==> src/rrx_mem_pkg.sv <==
// ====================================================================
// Memory bus definitions for the memory hub
// Single-beat requests, in-order read responses, no write responses
// ====================================================================
package rrx_mem_pkg;

    localparam int ADDR_W = 32;
    localparam int DATA_W = 32;
    localparam int STRB_W = DATA_W / 8;

    // Command engine is requester 0, framebuffer unit requester 1
    localparam int N_REQ = 2;

    typedef struct packed {
        logic [ADDR_W-1:0] addr;
        logic              write;
        logic [DATA_W-1:0] data;
        logic [STRB_W-1:0] strb;
    } mem_req_t;

    typedef struct packed {
        logic [DATA_W-1:0] data;
    } mem_rsp_t;

endpackage

==> src/rrx_cmd_pkg.sv <==
// ====================================================================
// Command stream definitions for the memory hub
// Opcodes, header layout, framebuffer commands and output beats
// ====================================================================
package rrx_cmd_pkg;

    localparam int CMD_W = 32;
    localparam int OP_W  = 4;
    localparam int CNT_W = 16;

    localparam int CMD_FIFO_DEPTH = 4;
    localparam int RD_FIFO_DEPTH  = 4;

    typedef enum logic [OP_W-1:0] {
        OP_NOP   = 4'd0,
        OP_STORE = 4'd1,
        OP_LOAD  = 4'd2,
        OP_CLEAR = 4'd3,
        OP_SWAP  = 4'd4
    } cmd_op_e;

    // Header word: opcode in 31..28, word count in 15..0
    typedef struct packed {
        cmd_op_e                     op;
        logic [CMD_W-OP_W-CNT_W-1:0] rsvd;
        logic [CNT_W-1:0]            count;
    } cmd_hdr_t;

    typedef struct packed {
        logic [CMD_W-1:0] word;
    } cmd_beat_t;

    // swap set means SWAP, clear means CLEAR
    typedef struct packed {
        logic                          swap;
        logic [rrx_mem_pkg::ADDR_W-1:0] addr;
        logic [CNT_W-1:0]              count;
        logic [rrx_mem_pkg::DATA_W-1:0] fill;
    } fb_cmd_t;

    typedef struct packed {
        logic [rrx_mem_pkg::DATA_W-1:0] data;
        logic                          last;
    } fb_beat_t;

endpackage

==> src/rrx_fifo.sv <==
// ====================================================================
// Synchronous FIFO with valid/ready on both sides
// Payload type is a parameter so one block serves several streams
// ====================================================================
`timescale 1ns/1ps

module rrx_fifo #(
    parameter type payload_t = logic,
    parameter int  DEPTH     = 4
) (
    input  logic     aclk,
    input  logic     arst_n,
    input  logic     in_valid,
    output logic     in_ready,
    input  payload_t in_data,
    output logic     out_valid,
    input  logic     out_ready,
    output payload_t out_data
);
    localparam int PTR_W = (DEPTH > 1) ? $clog2(DEPTH) : 1;
    localparam int OCC_W = $clog2(DEPTH + 1);

    payload_t         mem [DEPTH];
    logic [PTR_W-1:0] wr_ptr;
    logic [PTR_W-1:0] rd_ptr;
    logic [OCC_W-1:0] count;
    logic             push;
    logic             pop;

    assign in_ready  = count != OCC_W'(DEPTH);
    assign out_valid = count != '0;
    assign out_data  = mem[rd_ptr];
    assign push      = in_valid && in_ready;
    assign pop       = out_valid && out_ready;

    always_ff @(posedge aclk)
    begin
        if (push)
            mem[wr_ptr] <= in_data;
    end

    always_ff @(posedge aclk or negedge arst_n)
    begin
        if (!arst_n)
        begin
            wr_ptr <= '0;
            rd_ptr <= '0;
            count  <= '0;
        end
        else
        begin
            if (push)
                wr_ptr <= (wr_ptr == PTR_W'(DEPTH - 1)) ? '0 : wr_ptr + 1'b1;
            if (pop)
                rd_ptr <= (rd_ptr == PTR_W'(DEPTH - 1)) ? '0 : rd_ptr + 1'b1;
            count <= count + OCC_W'(push) - OCC_W'(pop);
        end
    end

    // A refused word stays offered unchanged until the buffer takes it
    a_in_hold : assert property (@(posedge aclk) disable iff (!arst_n)
        (in_valid && !in_ready) |=> (in_valid && $stable(in_data)));

endmodule

==> src/rrx_cmd_engine.sv <==
// ====================================================================
// Command engine of the memory hub
// Decodes headers, runs STORE writes and LOAD reads on memory,
// hands CLEAR and SWAP to the framebuffer unit. LOAD reads are
// limited by credits so the read FIFO can never overflow.
// ====================================================================
`timescale 1ns/1ps

module rrx_cmd_engine (
    input  logic                   aclk,
    input  logic                   arst_n,
    input  logic                   cmd_valid,
    output logic                   cmd_ready,
    input  rrx_cmd_pkg::cmd_beat_t cmd_data,
    output logic                   fbc_valid,
    input  logic                   fbc_ready,
    output rrx_cmd_pkg::fb_cmd_t   fbc_data,
    output logic                   req_valid,
    input  logic                   req_ready,
    output rrx_mem_pkg::mem_req_t  req_data,
    input  logic                   rsp_valid,
    output logic                   rsp_ready,
    input  rrx_mem_pkg::mem_rsp_t  rsp_data,
    output logic                   beat_valid,
    input  logic                   beat_ready,
    output rrx_cmd_pkg::fb_beat_t  beat_data,
    input  logic                   credit_return
);
    import rrx_mem_pkg::*;
    import rrx_cmd_pkg::*;

    localparam int CRD_W = $clog2(RD_FIFO_DEPTH + 1);

    typedef enum logic [2:0] {
        S_HDR,
        S_ADDR,
        S_STORE,
        S_LOAD,
        S_FILL,
        S_FBC,
        S_SWAIT
    } state_t;

    state_t            state;
    cmd_hdr_t          hdr;
    cmd_op_e           op_q;
    logic [CNT_W-1:0]  cnt_q;
    logic [CNT_W-1:0]  rsp_remain;
    logic [ADDR_W-1:0] addr_q;
    logic [DATA_W-1:0] fill_q;
    logic [CRD_W-1:0]  credits;
    logic              cmd_fire;
    logic              req_fire;
    logic              rsp_fire;

    assign hdr      = cmd_hdr_t'(cmd_data.word);
    assign cmd_fire = cmd_valid && cmd_ready;
    assign req_fire = req_valid && req_ready;
    assign rsp_fire = rsp_valid && rsp_ready;

    // Data words go straight to memory, so STORE accepts only with the bus
    assign cmd_ready = (state == S_HDR) || (state == S_ADDR) || (state == S_FILL)
                       || (state == S_STORE && req_ready);

    assign req_valid = (state == S_STORE && cmd_valid)
                       || (state == S_LOAD && cnt_q != '0
                           && credits < CRD_W'(RD_FIFO_DEPTH));
    assign req_data  = '{addr: addr_q,
                         write: state == S_STORE,
                         data: cmd_data.word,
                         strb: {STRB_W{state == S_STORE}}};

    assign fbc_valid = state == S_FBC;
    assign fbc_data  = '{swap: op_q == OP_SWAP, addr: addr_q, count: cnt_q, fill: fill_q};

    // Read data goes on to the read FIFO, last on the final word
    assign beat_valid = rsp_valid;
    assign rsp_ready  = beat_ready;
    assign beat_data  = '{data: rsp_data.data, last: rsp_remain == CNT_W'(1)};

    always_ff @(posedge aclk or negedge arst_n)
    begin
        if (!arst_n)
        begin
            state      <= S_HDR;
            rsp_remain <= '0;
            credits    <= '0;
        end
        else
        begin
            credits <= credits + CRD_W'(req_fire && state == S_LOAD) - CRD_W'(credit_return);
            if (rsp_fire)
                rsp_remain <= rsp_remain - 1'b1;
            case (state)
                S_HDR:
                    // NOP and unknown opcodes are single words
                    if (cmd_fire && hdr.op inside {OP_STORE, OP_LOAD, OP_CLEAR, OP_SWAP})
                        state <= S_ADDR;
                S_ADDR:
                    if (cmd_fire)
                    begin
                        case (op_q)
                            OP_STORE: state <= (cnt_q == '0) ? S_HDR : S_STORE;
                            OP_LOAD:
                            begin
                                state      <= (cnt_q == '0) ? S_HDR : S_LOAD;
                                rsp_remain <= cnt_q;
                            end
                            OP_CLEAR: state <= S_FILL;
                            default:  state <= S_FBC;
                        endcase
                    end
                S_STORE:
                    if (req_fire && cnt_q == CNT_W'(1))
                        state <= S_HDR;
                S_LOAD:
                    if (rsp_fire && rsp_remain == CNT_W'(1))
                        state <= S_HDR;
                S_FILL:
                    if (cmd_fire)
                        state <= S_FBC;
                S_FBC:
                    // Nothing proceeds past a swap until the display confirms
                    if (fbc_ready)
                        state <= (op_q == OP_SWAP) ? S_SWAIT : S_HDR;
                default:
                    if (fbc_ready)
                        state <= S_HDR;
            endcase
        end
    end

    always_ff @(posedge aclk)
    begin
        if (state == S_HDR && cmd_fire)
        begin
            op_q  <= hdr.op;
            cnt_q <= hdr.count;
        end
        if (state == S_ADDR && cmd_fire)
            addr_q <= cmd_data.word;
        if (state == S_FILL && cmd_fire)
            fill_q <= cmd_data.word;
        if (req_fire)
        begin
            addr_q <= addr_q + ADDR_W'(STRB_W);
            cnt_q  <= cnt_q - 1'b1;
        end
    end

    // Reads in flight plus buffered beats fit the read FIFO
    a_credit_bound : assert property (@(posedge aclk) disable iff (!arst_n)
        credits <= CRD_W'(RD_FIFO_DEPTH));

    // So a read response always finds room downstream
    a_rsp_room : assert property (@(posedge aclk) disable iff (!arst_n)
        rsp_valid |-> beat_ready);

endmodule

==> src/rrx_fb_unit.sv <==
// ====================================================================
// Framebuffer unit
// CLEAR fills a region with one colour through its memory port,
// SWAP presents a new framebuffer address until the display confirms
// ====================================================================
`timescale 1ns/1ps

module rrx_fb_unit (
    input  logic                           aclk,
    input  logic                           arst_n,
    input  logic                           fbc_valid,
    output logic                           fbc_ready,
    input  rrx_cmd_pkg::fb_cmd_t           fbc_data,
    output logic                           req_valid,
    input  logic                           req_ready,
    output rrx_mem_pkg::mem_req_t          req_data,
    output logic                           swap_fb,
    output logic [rrx_mem_pkg::ADDR_W-1:0] fb_addr,
    input  logic                           fb_swapped
);
    import rrx_mem_pkg::*;
    import rrx_cmd_pkg::*;

    typedef enum logic [1:0] {
        S_IDLE,
        S_CLEAR,
        S_SWAP
    } state_t;

    state_t            state;
    logic [ADDR_W-1:0] addr_q;
    logic [CNT_W-1:0]  remain;
    logic [DATA_W-1:0] fill_q;
    logic              fbc_fire;
    logic              req_fire;

    assign fbc_ready = state == S_IDLE;
    assign fbc_fire  = fbc_valid && fbc_ready;
    assign req_valid = state == S_CLEAR;
    assign req_fire  = req_valid && req_ready;
    assign req_data  = '{addr: addr_q, write: 1'b1, data: fill_q, strb: {STRB_W{1'b1}}};
    assign swap_fb   = state == S_SWAP;

    always_ff @(posedge aclk or negedge arst_n)
    begin
        if (!arst_n)
        begin
            state   <= S_IDLE;
            fb_addr <= '0;
        end
        else
        begin
            case (state)
                S_IDLE:
                    if (fbc_fire && fbc_data.swap)
                    begin
                        fb_addr <= fbc_data.addr;
                        state   <= S_SWAP;
                    end
                    else if (fbc_fire && fbc_data.count != '0)
                        state <= S_CLEAR;
                S_CLEAR:
                    if (req_fire && remain == CNT_W'(1))
                        state <= S_IDLE;
                default:
                    if (fb_swapped)
                        state <= S_IDLE;
            endcase
        end
    end

    always_ff @(posedge aclk)
    begin
        if (fbc_fire)
        begin
            addr_q <= fbc_data.addr;
            remain <= fbc_data.count;
            fill_q <= fbc_data.fill;
        end
        else if (req_fire)
        begin
            addr_q <= addr_q + ADDR_W'(STRB_W);
            remain <= remain - 1'b1;
        end
    end

endmodule

==> src/rrx_mem_arbiter.sv <==
// ====================================================================
// Round-robin arbiter onto the single memory request port
// Priority rotates after every transfer, a waiting grant is held
// ====================================================================
`timescale 1ns/1ps

module rrx_mem_arbiter (
    input  logic                                                  aclk,
    input  logic                                                  arst_n,
    input  logic                  [rrx_mem_pkg::N_REQ-1:0]        req_valid,
    output logic                  [rrx_mem_pkg::N_REQ-1:0]        req_ready,
    input  rrx_mem_pkg::mem_req_t [rrx_mem_pkg::N_REQ-1:0]        req_data,
    output logic                                                  mem_valid,
    input  logic                                                  mem_ready,
    output rrx_mem_pkg::mem_req_t                                 mem_data
);
    import rrx_mem_pkg::*;

    localparam int IDX_W = (N_REQ > 1) ? $clog2(N_REQ) : 1;

    logic [IDX_W-1:0] prio;
    logic [IDX_W-1:0] pick;
    logic [IDX_W-1:0] grant;
    logic [IDX_W-1:0] lock_idx;
    logic             locked;

    // First valid requester at or after the priority pointer
    always_comb
    begin
        pick = prio;
        for (int k = N_REQ - 1; k >= 0; k--)
        begin
            if (req_valid[(int'(prio) + k) % N_REQ])
                pick = IDX_W'((int'(prio) + k) % N_REQ);
        end
    end

    assign grant     = locked ? lock_idx : pick;
    assign mem_valid = req_valid[grant];
    assign mem_data  = req_data[grant];

    always_comb
    begin
        for (int i = 0; i < N_REQ; i++)
            req_ready[i] = mem_ready && (grant == IDX_W'(i));
    end

    always_ff @(posedge aclk or negedge arst_n)
    begin
        if (!arst_n)
        begin
            prio     <= '0;
            locked   <= 1'b0;
            lock_idx <= '0;
        end
        else if (mem_valid && mem_ready)
        begin
            prio   <= (grant == IDX_W'(N_REQ - 1)) ? '0 : grant + 1'b1;
            locked <= 1'b0;
        end
        else if (mem_valid)
        begin
            locked   <= 1'b1;
            lock_idx <= grant;
        end
    end

    // A granted request keeps the bus until it transfers
    a_grant_lock : assert property (@(posedge aclk) disable iff (!arst_n)
        (mem_valid && !mem_ready) |=> (grant == $past(grant)));

    // A stalled request stays on the bus unchanged
    a_hold_req : assert property (@(posedge aclk) disable iff (!arst_n)
        (mem_valid && !mem_ready) |=> (mem_valid && $stable(mem_data)));

endmodule

==> src/rrx_memhub.sv <==
// ====================================================================
// Memory hub top level
// Command FIFO, command engine, framebuffer unit, arbiter and the
// read FIFO that drives the framebuffer stream
// ====================================================================
`timescale 1ns/1ps

module rrx_memhub (
    input  logic                           aclk,
    input  logic                           arst_n,
    input  logic                           cmd_valid,
    output logic                           cmd_ready,
    input  rrx_cmd_pkg::cmd_beat_t         cmd_data,
    output logic                           fb_valid,
    input  logic                           fb_ready,
    output rrx_cmd_pkg::fb_beat_t          fb_data,
    output logic                           swap_fb,
    output logic [rrx_mem_pkg::ADDR_W-1:0] fb_addr,
    input  logic                           fb_swapped,
    output logic                           mem_req_valid,
    input  logic                           mem_req_ready,
    output rrx_mem_pkg::mem_req_t          mem_req_data,
    input  logic                           mem_rsp_valid,
    output logic                           mem_rsp_ready,
    input  rrx_mem_pkg::mem_rsp_t          mem_rsp_data
);
    import rrx_mem_pkg::*;
    import rrx_cmd_pkg::*;

    logic                  cq_valid;
    logic                  cq_ready;
    cmd_beat_t             cq_data;
    logic                  fbc_valid;
    logic                  fbc_ready;
    fb_cmd_t               fbc_data;
    logic [N_REQ-1:0]      arb_valid;
    logic [N_REQ-1:0]      arb_ready;
    mem_req_t [N_REQ-1:0]  arb_data;
    logic                  beat_valid;
    logic                  beat_ready;
    fb_beat_t              beat_data;
    logic                  credit_return;

    // Every beat leaving the read FIFO frees one read credit
    assign credit_return = fb_valid && fb_ready;

    rrx_fifo #(
        .payload_t(cmd_beat_t),
        .DEPTH(CMD_FIFO_DEPTH)
    ) u_cmd_fifo (
        .aclk(aclk),
        .arst_n(arst_n),
        .in_valid(cmd_valid),
        .in_ready(cmd_ready),
        .in_data(cmd_data),
        .out_valid(cq_valid),
        .out_ready(cq_ready),
        .out_data(cq_data)
    );

    rrx_cmd_engine u_engine (
        .aclk(aclk),
        .arst_n(arst_n),
        .cmd_valid(cq_valid),
        .cmd_ready(cq_ready),
        .cmd_data(cq_data),
        .fbc_valid(fbc_valid),
        .fbc_ready(fbc_ready),
        .fbc_data(fbc_data),
        .req_valid(arb_valid[0]),
        .req_ready(arb_ready[0]),
        .req_data(arb_data[0]),
        .rsp_valid(mem_rsp_valid),
        .rsp_ready(mem_rsp_ready),
        .rsp_data(mem_rsp_data),
        .beat_valid(beat_valid),
        .beat_ready(beat_ready),
        .beat_data(beat_data),
        .credit_return(credit_return)
    );

    rrx_fb_unit u_fb_unit (
        .aclk(aclk),
        .arst_n(arst_n),
        .fbc_valid(fbc_valid),
        .fbc_ready(fbc_ready),
        .fbc_data(fbc_data),
        .req_valid(arb_valid[1]),
        .req_ready(arb_ready[1]),
        .req_data(arb_data[1]),
        .swap_fb(swap_fb),
        .fb_addr(fb_addr),
        .fb_swapped(fb_swapped)
    );

    rrx_mem_arbiter u_arbiter (
        .aclk(aclk),
        .arst_n(arst_n),
        .req_valid(arb_valid),
        .req_ready(arb_ready),
        .req_data(arb_data),
        .mem_valid(mem_req_valid),
        .mem_ready(mem_req_ready),
        .mem_data(mem_req_data)
    );

    rrx_fifo #(
        .payload_t(fb_beat_t),
        .DEPTH(RD_FIFO_DEPTH)
    ) u_rd_fifo (
        .aclk(aclk),
        .arst_n(arst_n),
        .in_valid(beat_valid),
        .in_ready(beat_ready),
        .in_data(beat_data),
        .out_valid(fb_valid),
        .out_ready(fb_ready),
        .out_data(fb_data)
    );

endmodule

==> config.mk <==
export PLATFORM = sky130hd
export DESIGN_NAME = rrx_memhub
export DESIGN_NICKNAME = d
export VERILOG_FILES = /design/src/rrx_mem_pkg.sv /design/src/rrx_cmd_pkg.sv /design/src/rrx_fifo.sv /design/src/rrx_cmd_engine.sv /design/src/rrx_fb_unit.sv /design/src/rrx_mem_arbiter.sv /design/src/rrx_memhub.sv
export SDC_FILE = /design/constraint.sdc
export NUM_CORES = 1
export LEC_CHECK = 0
export ABC_AREA = 1
export BUFFER_PORTS_ARGS = -buffer_cell sky130_fd_sc_hd__buf_2
export CORE_AREA = 4 4 218 220
export DETAILED_ROUTE_END_ITERATION = 10
export DIE_AREA = 0 0 222 224
export MAX_ROUTING_LAYER = met4
export PLACE_DENSITY_LB_ADDON = 0.08
export SYNTH_ARGS = -nofsm -noshare
export SYNTH_HDL_FRONTEND = slang
export SYNTH_SLANG_ARGS = --single-unit
export TNS_END_PERCENT = 100
==> constraint.sdc <==
create_clock -name aclk -period 6.4 [get_ports aclk]
set_input_delay 0.32 -clock aclk [delete_from_list [all_inputs] [get_ports aclk]]
set_output_delay 0.32 -clock aclk [all_outputs]
set_load 0.1 [all_outputs]
After elaboration in Yosys (flattened, before gate mapping). Memory sizes are Yosys's and may differ from the RTL's. Index checks and enable logic that the tools add are counted.

Flip-flop bits (word level): 237. RAM bits: 260. Input port bits: 71. Memories: 2.

Memory list: u_rd_fifo.mem (depth 4, width 33, read ports 1, clocked after memory_dff 0, wr ports 1, line rrx_fifo.sv:23) `payload_t mem [DEPTH];`; u_cmd_fifo.mem (depth 4, width 32, read ports 1, clocked after memory_dff 0, wr ports 1, line rrx_fifo.sv:23).

Add/subtract/negate cells: 17. Magnitude comparators: 4. Equality and inequality tests: 32. Muxes and demuxes: 52. Bitwise gates (word level): 3. Reduce and logical (&&, ||, !) cells: 45.

Operator list (count): $mux W69 (2); $mux W16 (8); $mux W32 (4); $add A32 B3 Y32 const B (2); $eq A16 B1 Y1 const B (3); $sub A16 B1 Y16 const B (3); $logic_and A1 B1 Y1 (24); $mux W3 (8); $mux W2 (10); $pmux W3 S6 (1); $mux W1 (17); $eq A4 B2 Y1 const B (4); $logic_not A16 Y1 (1); $reduce_bool A16 Y1 (1); $ne A2 B2 Y1 const B (6); $eq A2 B2 Y1 const B (5); $add A3 B1 Y3 (3); $ne A3 B3 Y1 const B (3); $pmux W3 S3 (1); $reduce_bool A3 Y1 (3); $sub A3 B1 Y3 (3); $add A2 B1 Y2 const B (4); $eq A4 B1 Y1 const B (2); $eq A4 B3 Y1 const B (2); other kinds (21) (33).

Depth between registers and ports, before layout. Gate-level depths: netlist of run 1.

Word-level depth: 18. Gate-level depth with buffers: 17. Mapped depth without buffers: 17.

By module. From an unflattened synthesis of run 1, not the netlist that was laid out.

Cells, all modules: 2487. Area total of the unflattened synthesis: 24609.9 sq um.

Modules (own cells, without submodules): rrx_cmd_engine (times used 1, cells an instance 736, area an instance 6448.7 sq um); rrx_fifo at u_rd_fifo (times used 1, cells an instance 443, area an instance 5929.4 sq um); rrx_fifo at u_cmd_fifo (times used 1, cells an instance 429, area an instance 5580.4 sq um); rrx_fb_unit (times used 1, cells an instance 624, area an instance 5551.6 sq um); rrx_mem_arbiter (times used 1, cells an instance 253, area an instance 1092.3 sq um); rrx_memhub (times used 1, cells an instance 2, area an instance 7.5 sq um).

Least setup slack after synthesis of run 1. Ideal clock, no wire load.

Path kind: reg2reg. From: register u_engine.cnt_q[0]. To: register u_fb_unit.addr_q[10] (enable). Setup time: 513 ps. Arrival: 4726 ps. Data required time: 5887 ps. Slack: 1161 ps. Stages on the path, launching flop included: 13. Cells stage by stage: edfxtp_1 -> inv_1 -> ha_1 -> nand2_2 -> nor2_4 -> nand2_2 -> nand2_2 -> nand2_2 -> nand2_1 -> nand2_2 -> nand2_2 -> nand2_1 -> o21ai_0.

Cells in the longest elaborated chain, start to end: 13.

RTL lines: start, declared (line rrx_cmd_engine.sv:47) `logic [CNT_W-1:0] cnt_q;`; start signal, assigned (line rrx_cmd_engine.sv:138) `cnt_q <= hdr.count;`; start signal, assigned (line rrx_cmd_engine.sv:147) `cnt_q <= cnt_q - 1'b1;`; $reduce_bool A16 Y1 * (line rrx_cmd_engine.sv:66) `|| (state == S_LOAD && cnt_q != '0`; $logic_and A1 B1 Y1 * (line rrx_cmd_engine.sv:66); $logic_and A1 B1 Y1 * (line rrx_cmd_engine.sv:67) `&& credits < CRD_W'(RD_FIFO_DEPTH));`; $logic_or A1 B1 Y1 * (line rrx_cmd_engine.sv:66); $mux W1 (not written as such) (3 in series) (line rrx_mem_arbiter.sv:33) `if (req_valid[(int'(prio) + k) % N_REQ])`; $mux W1 (line rrx_mem_arbiter.sv:33); $mux W1 * (line rrx_mem_arbiter.sv:33); $mux W1 * (line rrx_mem_arbiter.sv:38) `assign grant = locked ? lock_idx : pick;`; $logic_and A1 B1 Y1 * (line rrx_mem_arbiter.sv:45) `req_ready[i] = mem_ready && (grant == IDX_W'(i));`; $logic_and A1 B1 Y1 * (line rrx_fb_unit.sv:40) `assign req_fire = req_valid && req_ready;`; $reduce_bool A2 Y1 (no source line) *; end signal, assigned (line rrx_fb_unit.sv:76) `addr_q <= fbc_data.addr;`; end signal, assigned (line rrx_fb_unit.sv:82) `addr_q <= addr_q + ADDR_W'(STRB_W);`; end, declared (line rrx_fb_unit.sv:31) `logic [ADDR_W-1:0] addr_q;`.

Mark *: on every way between the ends. The rest lies on a longest branch, timed or not. The select of a mux whose other input is x is not followed. A chain may end at the register's enable or synchronous reset.

Final worst setup path of run 1.
From: register u_engine.cnt_q[0]. To: output port mem_req_valid.

Cells in the longest elaborated chain, start to end: 12.

RTL lines: $reduce_bool A16 Y1 * (line rrx_cmd_engine.sv:66); $logic_and A1 B1 Y1 * (line rrx_cmd_engine.sv:66); $logic_and A1 B1 Y1 * (line rrx_cmd_engine.sv:67); $logic_or A1 B1 Y1 * (line rrx_cmd_engine.sv:66); $mux W1 (not written as such) (3 in series) (line rrx_mem_arbiter.sv:33); $mux W1 (2 in series) (line rrx_mem_arbiter.sv:33); $mux W1 (line rrx_mem_arbiter.sv:38); $mux W1 (not written as such) * (2 in series) (line rrx_mem_arbiter.sv:39) `assign mem_valid = req_valid[grant];`; end, declared (line rrx_memhub.sv:20) `output logic mem_req_valid,`.

Marks and branches as above.

==> summary.md, run 1 <==
| Metric | Value |
|---|---|
| Number of clock sinks | 497 |
| Crit. End Element | output pin |
| Post-synth top area share | 57.39% |
| YS warnings | 0 |
| GRT Total Usage | 22.08% |
| Worst-path cell chain | inv_1 -> ha_1 -> nand2_2 -> nor2_4 -> nand2_2 -> nand2_2 -> nand2_2 -> nand2_1 -> nand2_2 -> nand2_4 -> buf_4 -> nand2_1 -> nand2_1 -> buf_2 |
| Die Width | 222 um |
| Die ar. | 49730 um2 |
| Syn Std Cell Area | 22190 um2 |
| Drt pass-1 iters | 7 |
| Mapped Avg Cell Area | 10.93 um2 |
| Final setup vio count | 0 |
| Placed cell areas | 23790 um2 |
| Startpoint Class | flop |
| Syn nets | 2127 |
| Setup CP Type | flop to output pin |
| Residual DRC | 0 |
| Total congestion overflow | 0 |
| GPL Wtd Cong | 0.8963 |
| Period minus WS final | 4.334 ns |
| Largest net degree at the start of global routing | 74 |
| Asr flop ratio synth | 14.69% |
| Number of global-route vias before repair | 15.08k |
| Final setup margin | 2.066 ns |
| CP max FO | 67 |
| CTS H-Tree Depth | 2 |
| Finished Cell Area | 26100 um2 |
| Worst-Margin Slew | 1.198 ns |
| Top post-synthesis cells by area | edfxtp_1 (57%), dfrtp_1 (8.2%), nand2_1 (6.8%) |
| WP buf/inv | 3 |
| Final setup TNS | 0 ns |
| Register clock-pin slew on the reported worst setup and hold paths | 0.06 ns |
| Synth top cells by count | edfxtp_1 (424), nand2_1 (404), nor2_1 (228), o21ai_0 (225), inv_1 (154) |
| Fin nets | 2397 |
| Layout cells sized above 1 | 16.06% |
| Row cnt | 78 |
| Top-count cell post-synth | edfxtp_1 |
| Area growth, synth to finish | 17.66% |
| Slowest cell on the critical path | buf_4 |
| Root Buffer | clkbuf_16 |
| Fill cells | 3908 |
| Core Box Area | 45280 um2 |
| First-pass GRT wire length | 84960 um |
| Cell family with most CP delay | simple AND/OR/NAND/NOR gates |
| Maximum clock rate | 230.8 MHz |
| Final Skew | 0.02013 ns |
| Seq/Total Area, Yosys | 65.62% |
| DRT antenna net count | 0 |
| Top FF cell, synth | edfxtp_1 |
| Outcome | completed |
| Initial antenna violation count | 1 |
| Routed WL per cell | 18.43 um |
| CTS tree | done |
| Flops & latches, synth | 497 |
| Vias per inst | 5.262 |
| IO Pins | 210 |
| Drt total wl | 54230 um |
| Final Max Slew Viols | 0 |
| I/O Buffers | 209 |
| CP max stage delay | 0.59 ns |
| Initial DRC count | 1294 |
| Setup Buffers After CTS | 0 |
| CTS max path bufs | 3 |
| Crit path DAT | 4.01 ns |
| Number of synthesized flops with an enable pin | 424 |
| Setup WS pre-CTS | 2.624 ns |
| Vias after detailed routing | 15.48k |
| Area leader, netlist | edfxtp_1 |
| Max-Cap Viols | 0 |
| HPWL after DPL | 36060 um |
| Initial core utilization | 48.99% |
| Clock latency on the worst-skew pair | 0.61 ns |
| TritonCTS buffer count | 52 |
| Hold Path Class | primary input to flop |
| Worst Path Required | 6.08 ns |
| Final worst-path cycle share | 67.71% |
| Most used cell, CP | nand2_2 |
| Fin. Hold Viols | 0 |
| Synth unique cells | 47 |
| Post-synthesis cell count | 2029 |
| Slew headroom | 19.40% |
| Die Y | 224 um |
| RSZ-0062 raised after global routing | false |
-- sequential cells by signal, indices dropped and copies added, names as in the netlist, 2 cells and up --
register             flops
u_engine.cnt_q          16
u_engine.fill_q         32
u_engine.addr_q         32
u_engine.credits         3
u_rd_fifo.count          3
u_cmd_fifo.wr_ptr        2
u_fb_unit.addr_q        32
u_engine.state           3
u_rd_fifo.wr_ptr         2
u_fb_unit.remain        16
u_rd_fifo.mem          132
u_fb_unit.fill_q        32
u_cmd_fifo.count         3
u_cmd_fifo.mem         128
u_fb_unit.fb_addr       32
u_fb_unit.state          2
u_engine.rsp_remain     16
u_cmd_fifo.rd_ptr        2
u_rd_fifo.rd_ptr         2
u_engine.op_q            4
-- area by class of cell --
class / count / area, um2 / area share, %
diodes: 1 / 2.502 / 0.009586
clock buffers: 77 / 1425 / 5.459
clock inverters: 19 / 221.5 / 0.8484
inverters: 166 / 623.1 / 2.387
multi-input cells: 1281 / 6615 / 25.34
flip-flops and latches: 497 / 14560 / 55.78
well taps: 600 / 750.7 / 2.876
repair buffers: 301 / 1904 / 7.295
-- worst min-delay path: cells and delay by family --
family / cells / cell delay, ns
AND/OR/NAND/NOR: 2 / 0.18
buffers and inverters: 1 / 0.13
-- through the flow --
| stage | utilization [%] | hold WS (ns) | cells |
|---|---|---|---|
| after global routing | 57.65 | 0.07179 | 2942 |
| after CTS | 57.64 | 0.02613 | 2941 |
| after floorplan | - | 0.02441 | 2029 |
| after detailed placement | 52.54 | 0.4045 | 2779 |
| after global placement | 52.54 | 0.4005 | 2779 |
| final | 57.65 | 0.07184 | 2942 |
-- kinds of logic after synthesis --
group                      share of synthesized area [%]
AOI/OAI and AO/OA                                  9.638
xor gates and xnor gates                           3.119
adders and majority gates                          1.624
buffers and inverters                              4.867
DFF                                                65.62
and+or+nand+nor                                    15.13
-- worst paths after layout --
check,startpoint,end,slack [ns],cells after the start
max,u_engine.cnt_q[0],mem_req_valid,2.07,14
min,fb_swapped,u_fb_unit.state[1],0.07,3
max reg2reg,u_engine.cnt_q[0],u_fb_unit.addr_q[21],2.57,14
min reg2reg,u_engine.fill_q[17],u_fb_unit.fill_q[17],0.41,0
max in group asynchronous,arst_n,u_cmd_fifo.rd_ptr[0],5.21,2
min in group asynchronous,arst_n,u_rd_fifo.count[0],0.44,2
-- layout by cell type, fill, tap and decap left out, drive strengths merged, types with 3 or more instances in the layout --
master,instances
a21oi,18
a31oi,5
buf,235
bufinv,4
clkbuf,77
clkinv,17
dfrtp,73
dlygate4sd3,66
edfxtp,424
fa,3
ha,24
inv,164
nand2,421
nand3,39
nand4,23
nor2,243
nor3,36
nor4,16
o21a,10
o21ai,276
o22ai,63
o31ai,10
or2,5
xnor2,25
xor2,54
-- routing by layer --
layer | vias up | GRT usage, % | wire [um]
li1 | 7549 | - | -
met1 | 7449 | 30.92 | 25100
met2 | 409 | 34.88 | 25460
met3 | 73 | 2.935 | 2660
met4 | 0 | 5.302 | 1007
met5 | - | - | 0
-- timing repair --
action                                  in CTS  in global routing
endpoints found under the hold margin      330                  0
resized for setup                            0                  0
hold buffers                                66                  0
endpoints found under the setup margin       0                  0
Power of run 1 is not shown: default switching activity piles up to over one toggle a cycle in this logic, so the estimate is an artifact.
==> inputs of run 2 (changes only) <==
- clock period: 6.4 -> 4.2 ns (I/O delays scaled with it)
==> summary.md, run 2 (synthesized netlist as in run 1, its figures left out) <==
| Metric | Value |
|---|---|
| I/O Buffers | 209 (unchanged) |
| Period minus WS final | 3.868 ns |
| Worst Reg-to-Reg Cells | 13 (-1) |
| Vias per inst | 5.298 (+0.68%) |
| GRT Total Usage | 22.27% (+0.19 points) |
| Drt total wl | 54940 um (+1.3%) |
| Worst-Margin Slew | 1.122 ns (-0.07672 ns) |
| CP max FO | 39 (-42%) |
| Clock latency on the worst-skew pair | 0.61 ns (about the same) |
| Outcome | completed |
| Die Y | 224 um (unchanged) |
| Hold Path Sink | u_rd_fifo.rd_ptr[1] |
| Slew headroom | 25.05% (+5.7 points) |
| HPWL after DPL | 36260 um (+0.56%) |
| Final Max Slew Viols | 0 (unchanged) |
| Maximum clock rate | 258.6 MHz |
| FF-to-FF setup slack | 1.09 ns (-1.48 ns) |
| Final setup TNS | 0 ns (unchanged) |
| Hold Path Origin | fb_ready |
| Core Box Area | 45280 um2 (unchanged) |
| Final setup margin | 0.3324 ns (-1.734 ns) |
| Total congestion overflow | 0 (unchanged) |
| Initial DRC count | 1434 (+11%) |
| Number of global-route vias before repair | 15.13k (+0.31%) |
| Commonest non-fill, non-tap cells in the layout | edfxtp_1 (424), nand2_1 (404), o21ai_0 (223) |
| Post-CTS Resized | 0 (unchanged) |
| Biggest register | u_rd_fifo.mem |
| DRT antenna net count | 0 (unchanged) |
| IO Pins | 210 (unchanged) |
| Crit Reg-Reg Startpoint | u_engine.cnt_q[0] |
| Die Width | 222 um (unchanged) |
| Worst Path Required | 3.99 ns (-2.09 ns) |
| CTS tree | done |
| Residual DRC | 0 (unchanged) |
| Final setup vio count | 0 (unchanged) |
| Final Skew | 0.02534 ns (+0.005210 ns) |
| Area growth, synth to finish | 18.44% |
| Max-Cap Viols | 0 (unchanged) |
| Fin nets | 2402 (+0.21%) |
| Setup WS pre-CTS | 0.9722 ns (-1.652 ns) |
| TritonCTS buffer count | 53 (+1.9%) |
| Root Buffer | clkbuf_16 |
| CTS H-Tree Depth | 2 (unchanged) |
| First-pass GRT wire length | 85050 um (+0.11%) |
| Reg2reg end | u_fb_unit.addr_q[13] |
| Hold Path Class | primary input to flop |
| Hold path cells | 5 (+2) |
| Number of clock sinks | 497 (unchanged) |
| Setup CP Type | flop to output pin |
| Layout cells sized above 1 | 16.60% (+0.54 points) |
| Routed WL per cell | 18.62 um (+1.0%) |
| Register clock-pin slew on the reported worst setup and hold paths | 0.06 ns (about the same) |
| Vias after detailed routing | 15.63k (+0.96%) |
| Drt pass-1 iters | 5 (-2) |
| Die ar. | 49730 um2 (unchanged) |
| Initial core utilization | 48.99% (unchanged) |
| Biggest regs | u_rd_fifo.mem (132), u_cmd_fifo.mem (128) |
| Initial antenna violation count | 1 (unchanged) |
| Final worst-path cycle share | 92.09% |
| Startpoint Class | flop |
| Number of flip-flops in the largest register | 132 (unchanged) |
| Crit. End Element | output pin |
| Largest net degree at the start of global routing | 74 (unchanged) |
| CTS max path bufs | 3 (unchanged) |
| RSZ-0062 raised after global routing | false |
| Setup Buffers After CTS | 0 (unchanged) |
| Fin. Hold Viols | 0 (unchanged) |
| Crit path DAT | 3.66 ns (-0.35 ns) |
| GPL Wtd Cong | 0.8725 (-2.7%) |
| Commonest non-fill, non-tap cell in the layout | edfxtp_1 |
| Row cnt | 78 (unchanged) |
## run 2: per-layer routing
layer | vias up | part of all wire (%) | global-route usage [%]
met3 | 94 | 5.1 | 3.119
met1 | 7592 | 46 | 31.04
met5 | - | 0 | -
met2 | 379 | 47 | 34.97
li1 | 7563 | - | -
met4 | 0 | 2.1 | 5.842
## run 2: timing repair
item	4_1_cts	5_1_grt
hold endpoints to repair	332	0
endpoints found under the setup margin	0	0
hold buffers	67	0
## run 2: cell type report
cell class	count	area, um2
Timing Repair Buffer	305	1962
Antenna cell	1	2.502
Multi-Input combinational cell	1281	6615
Fill cell	3885	19010
Clock buffer	75	1471
Inverter	166	623.1
Sequential cell	497	14560
Clock inverter	25	290.3
Tap cell	600	750.7
## run 2: through the flow
| step | hold slack, ns | instances | cell area [um2] | utilization, % |
|---|---|---|---|---|
| floorplan | -0.08559 | 2029 | 22190 | - |
| global placement | 0.4006 | 2782 | 23840 | 52.65 |
| detailed placement | 0.4045 | 2782 | 23840 | 52.65 |
| global route | 0.2079 | 2950 | 26280 | 58.03 |
| finish | 0.1669 | 2950 | 26280 | 58.03 |
| CTS | 0.1403 | 2949 | 26270 | 58.02 |
## run 2: worst max-delay path, stage by stage, from the launching register on
cell,delay (ns)
edfxtp_1,0.40
inv_1,0.09
ha_1,0.26
nand2_2,0.14
nor2_4,0.07
nand2_2,0.10
nand2_2,0.05
nand2_2,0.09
nand2_1,0.07
nand2_2,0.09
nand2_4,0.27
inv_2,0.61
nand2_1,0.11
nand2_1,0.21
buf_2,0.47
## run 2: how the worst max path moves through the flow
stage / startpoint / to
final: u_engine.cnt_q[0] / mem_req_valid
after detailed placement: u_engine.cnt_q[0] / mem_req_valid
after global routing: u_engine.cnt_q[0] / mem_req_valid
after CTS: u_engine.cnt_q[0] / mem_req_valid
after floorplan: u_engine.cnt_q[0] / u_fb_unit.addr_q[10]
after global placement: u_engine.cnt_q[0] / mem_req_valid
Power of run 2 is left out for the same reason.
==> inputs of run 3 (changes only) <==
- CAP_MARGIN: default -> 20
- CORE_AREA: 4 4 218 220 -> 5 5 219 221
- DIE_AREA: 0 0 222 224 -> 0 0 224 226
==> summary.md, run 3 (synthesized netlist as in run 1, its figures left out) <==
| Metric | Value |
|---|---|
| Outcome | completed |
| Startpoint Class | flop |
| FF-to-FF setup slack | 1.30 ns (+0.21 ns) |
| Total congestion overflow | 0 (unchanged) |
| Setup CP Type | flop to output pin |
| CTS max path bufs | 3 (unchanged) |
| Initial antenna violation count | 1 (unchanged) |
| Routed WL per cell | 18.74 um (+0.62%) |
| First-pass GRT wire length | 86480 um (+1.7%) |
| Crit. End Element | output pin |
| CTS tree | done |
| Commonest non-fill, non-tap cells in the layout | edfxtp_1 (424), nand2_1 (404), o21ai_0 (223) |
| Vias per inst | 5.301 (about the same) |
| Final Max Slew Viols | 0 (unchanged) |
| Number of global-route vias before repair | 15.33k (+1.3%) |
| Setup Buffers After CTS | 0 (unchanged) |
| Die Y | 226 um (+0.89%) |
| Fin nets | 2399 (-0.12%) |
| Area growth, synth to finish | 17.17% |
| Register Area | 14560 um2 (unchanged) |
| Critical path endpoint | mem_req_data[39] |
| Root Buffer | clkbuf_16 |
| Vias after detailed routing | 15.63k (unchanged) |
| Max-Cap Viols | 0 (unchanged) |
| Worst Path Required | 3.99 ns (about the same) |
| Biggest regs | u_rd_fifo.mem (132), u_cmd_fifo.mem (128) |
| Die ar. | 50620 um2 (+1.8%) |
| Footprint of the multi-input gates | 6595 um2 (-0.30%) |
| Fill cells | 3992 (+2.8%) |
| IO Pins | 210 (unchanged) |
| Core Box Area | 45960 um2 (+1.5%) |
| Maximum clock rate | 286.8 MHz (+11%) |
| RSZ-0062 raised after global routing | false |
| Fin. Hold Viols | 0 (unchanged) |
| Slew headroom | 27.54% (+2.5 points) |
| Hold_buf cts | 67 (unchanged) |
| DRT antenna net count | 0 (unchanged) |
| Final setup TNS | 0 ns (unchanged) |
| Initial DRC count | 1429 (-0.35%) |
| Register clock-pin slew on the reported worst setup and hold paths | 0.06 ns (about the same) |
| I/O Buffers | 209 (unchanged) |
| Clock latency on the worst-skew pair | 0.61 ns (about the same) |
| WL met3 | 2603 um (-7.9%) |
| Final Skew | 0.02543 ns (+0.00009480 ns) |
| Number of clock sinks | 497 (unchanged) |
| Uppermost routed layer | met4 |
| Reg2reg end | u_cmd_fifo.count[2] |
| HPWL after DPL | 36620 um (+0.98%) |
| Crit path DAT | 3.28 ns (-0.38 ns) |
| Crit Reg-Reg Startpoint | u_engine.cnt_q[0] |
| CP Launch Point | u_engine.cnt_q[0] |
| Row cnt | 79 (+1.3%) |
| GRT Total Usage | 22.20% (-0.063 points) |
| CP max FO | 100 (+160%) |
| Worst-Margin Slew | 1.077 ns (-0.04439 ns) |
| GPL Wtd Cong | 0.8747 (+0.25%) |
| Commonest non-fill, non-tap cell in the layout | edfxtp_1 |
| Largest net degree at the start of global routing | 101 (+36%) |
| Residual DRC | 0 (unchanged) |
| Final core utilization | 56.56% (-1.5 points) |
| Drt pass-1 iters | 5 (unchanged) |
| Drt total wl | 55240 um (+0.55%) |
| Number of flip-flops in the largest register | 132 (unchanged) |
| WL met2 | 25920 um (+0.48%) |
| Biggest register | u_rd_fifo.mem |
| Post-CTS Resized | 0 (unchanged) |
| Die Width | 224 um (+0.90%) |
| Worst Reg-to-Reg Cells | 17 (+4) |
| Final setup margin | 0.7138 ns (+0.3814 ns) |
| Setup WS pre-CTS | 1.306 ns (+0.3342 ns) |
| Initial core utilization | 48.27% (-0.72 points) |
| Post-Route M1 WL | 25690 um (+2.0%) |
| Period minus WS final | 3.486 ns (-0.3814 ns) |
| Final worst-path cycle share | 83.01% (-9.1 points) |
| Final setup vio count | 0 (unchanged) |
| CTS H-Tree Depth | 2 (unchanged) |
| Hold Path Class | primary input to asynchronous set/reset pin |
| Layout cells sized above 1 | 15.98% (-0.62 points) |
| TritonCTS buffer count | 51 (-3.8%) |
-- run 3: cell types whose count changed in the layout (fill, tap and decap cells not counted), sizes merged --
cell      before  now
bufinv         6    0
clkinvlp       3    1
clkinv        17   23
clkbuf        75   69
buf          238  237
-- run 3: how the worst min path moves through the flow --
stage	start	end	slack (ns)	depth (start not counted)
floorplan	arst_n	u_arbiter.lock_idx	-0.09	0
global placement	u_engine.fill_q[24]	u_fb_unit.fill_q[24]	0.40	0
detailed placement	u_engine.fill_q[0]	u_fb_unit.fill_q[0]	0.40	0
CTS	fb_ready	u_rd_fifo.rd_ptr[0]	0.17	4
global route	arst_n	u_fb_unit.fb_addr[2]	0.20	2
finish	arst_n	u_fb_unit.fb_addr[11]	0.15	2
-- run 3: area by class of cell --
cell class / instances / area share, %
Inverter: 166 / 2.397
Multi-Input combinational cell: 1281 / 25.37
Tap cell: 607 / 2.922
Sequential cell: 497 / 56.02
Timing Repair Buffer: 304 / 7.566
Antenna cell: 1 / 0.009627
Clock inverter: 23 / 0.5487
Clock buffer: 69 / 5.169
-- run 3: through the flow --
| stage | instance area, um2 | hold WS, ns | cells |
|---|---|---|---|
| after global routing | 25990 | 0.1961 | 2948 |
| final | 25990 | 0.1481 | 2948 |
| after global placement | 23820 | 0.4004 | 2787 |
| after CTS | 25970 | 0.1679 | 2946 |
| after detailed placement | 23820 | 0.4045 | 2787 |
| after floorplan | 22190 | -0.08559 | 2029 |
-- run 3: worst max-delay path: stages (launching register included) --
cell and delay (ns):
edfxtp_1 0.44, inv_1 0.12, ha_1 0.23, nand2_2 0.12, nor2_4 0.16, nand2_2 0.10, nand2_2 0.07, nand2_2 0.07
nand2_1 0.08, nand2_2 0.08, nand2_4 0.09, buf_12 0.33, nand2_1 0.09, o21ai_1 0.14, buf_2 0.47
-- run 3: per-layer routing --
metal | up-vias | GRT usage (%)
li1 | 7557 | -
met1 | 7631 | 31.56
met2 | 374 | 34.38
met3 | 66 | 3.172
met4 | 0 | 5.217
met5 | - | -
Power of run 3 is left out for the same reason.
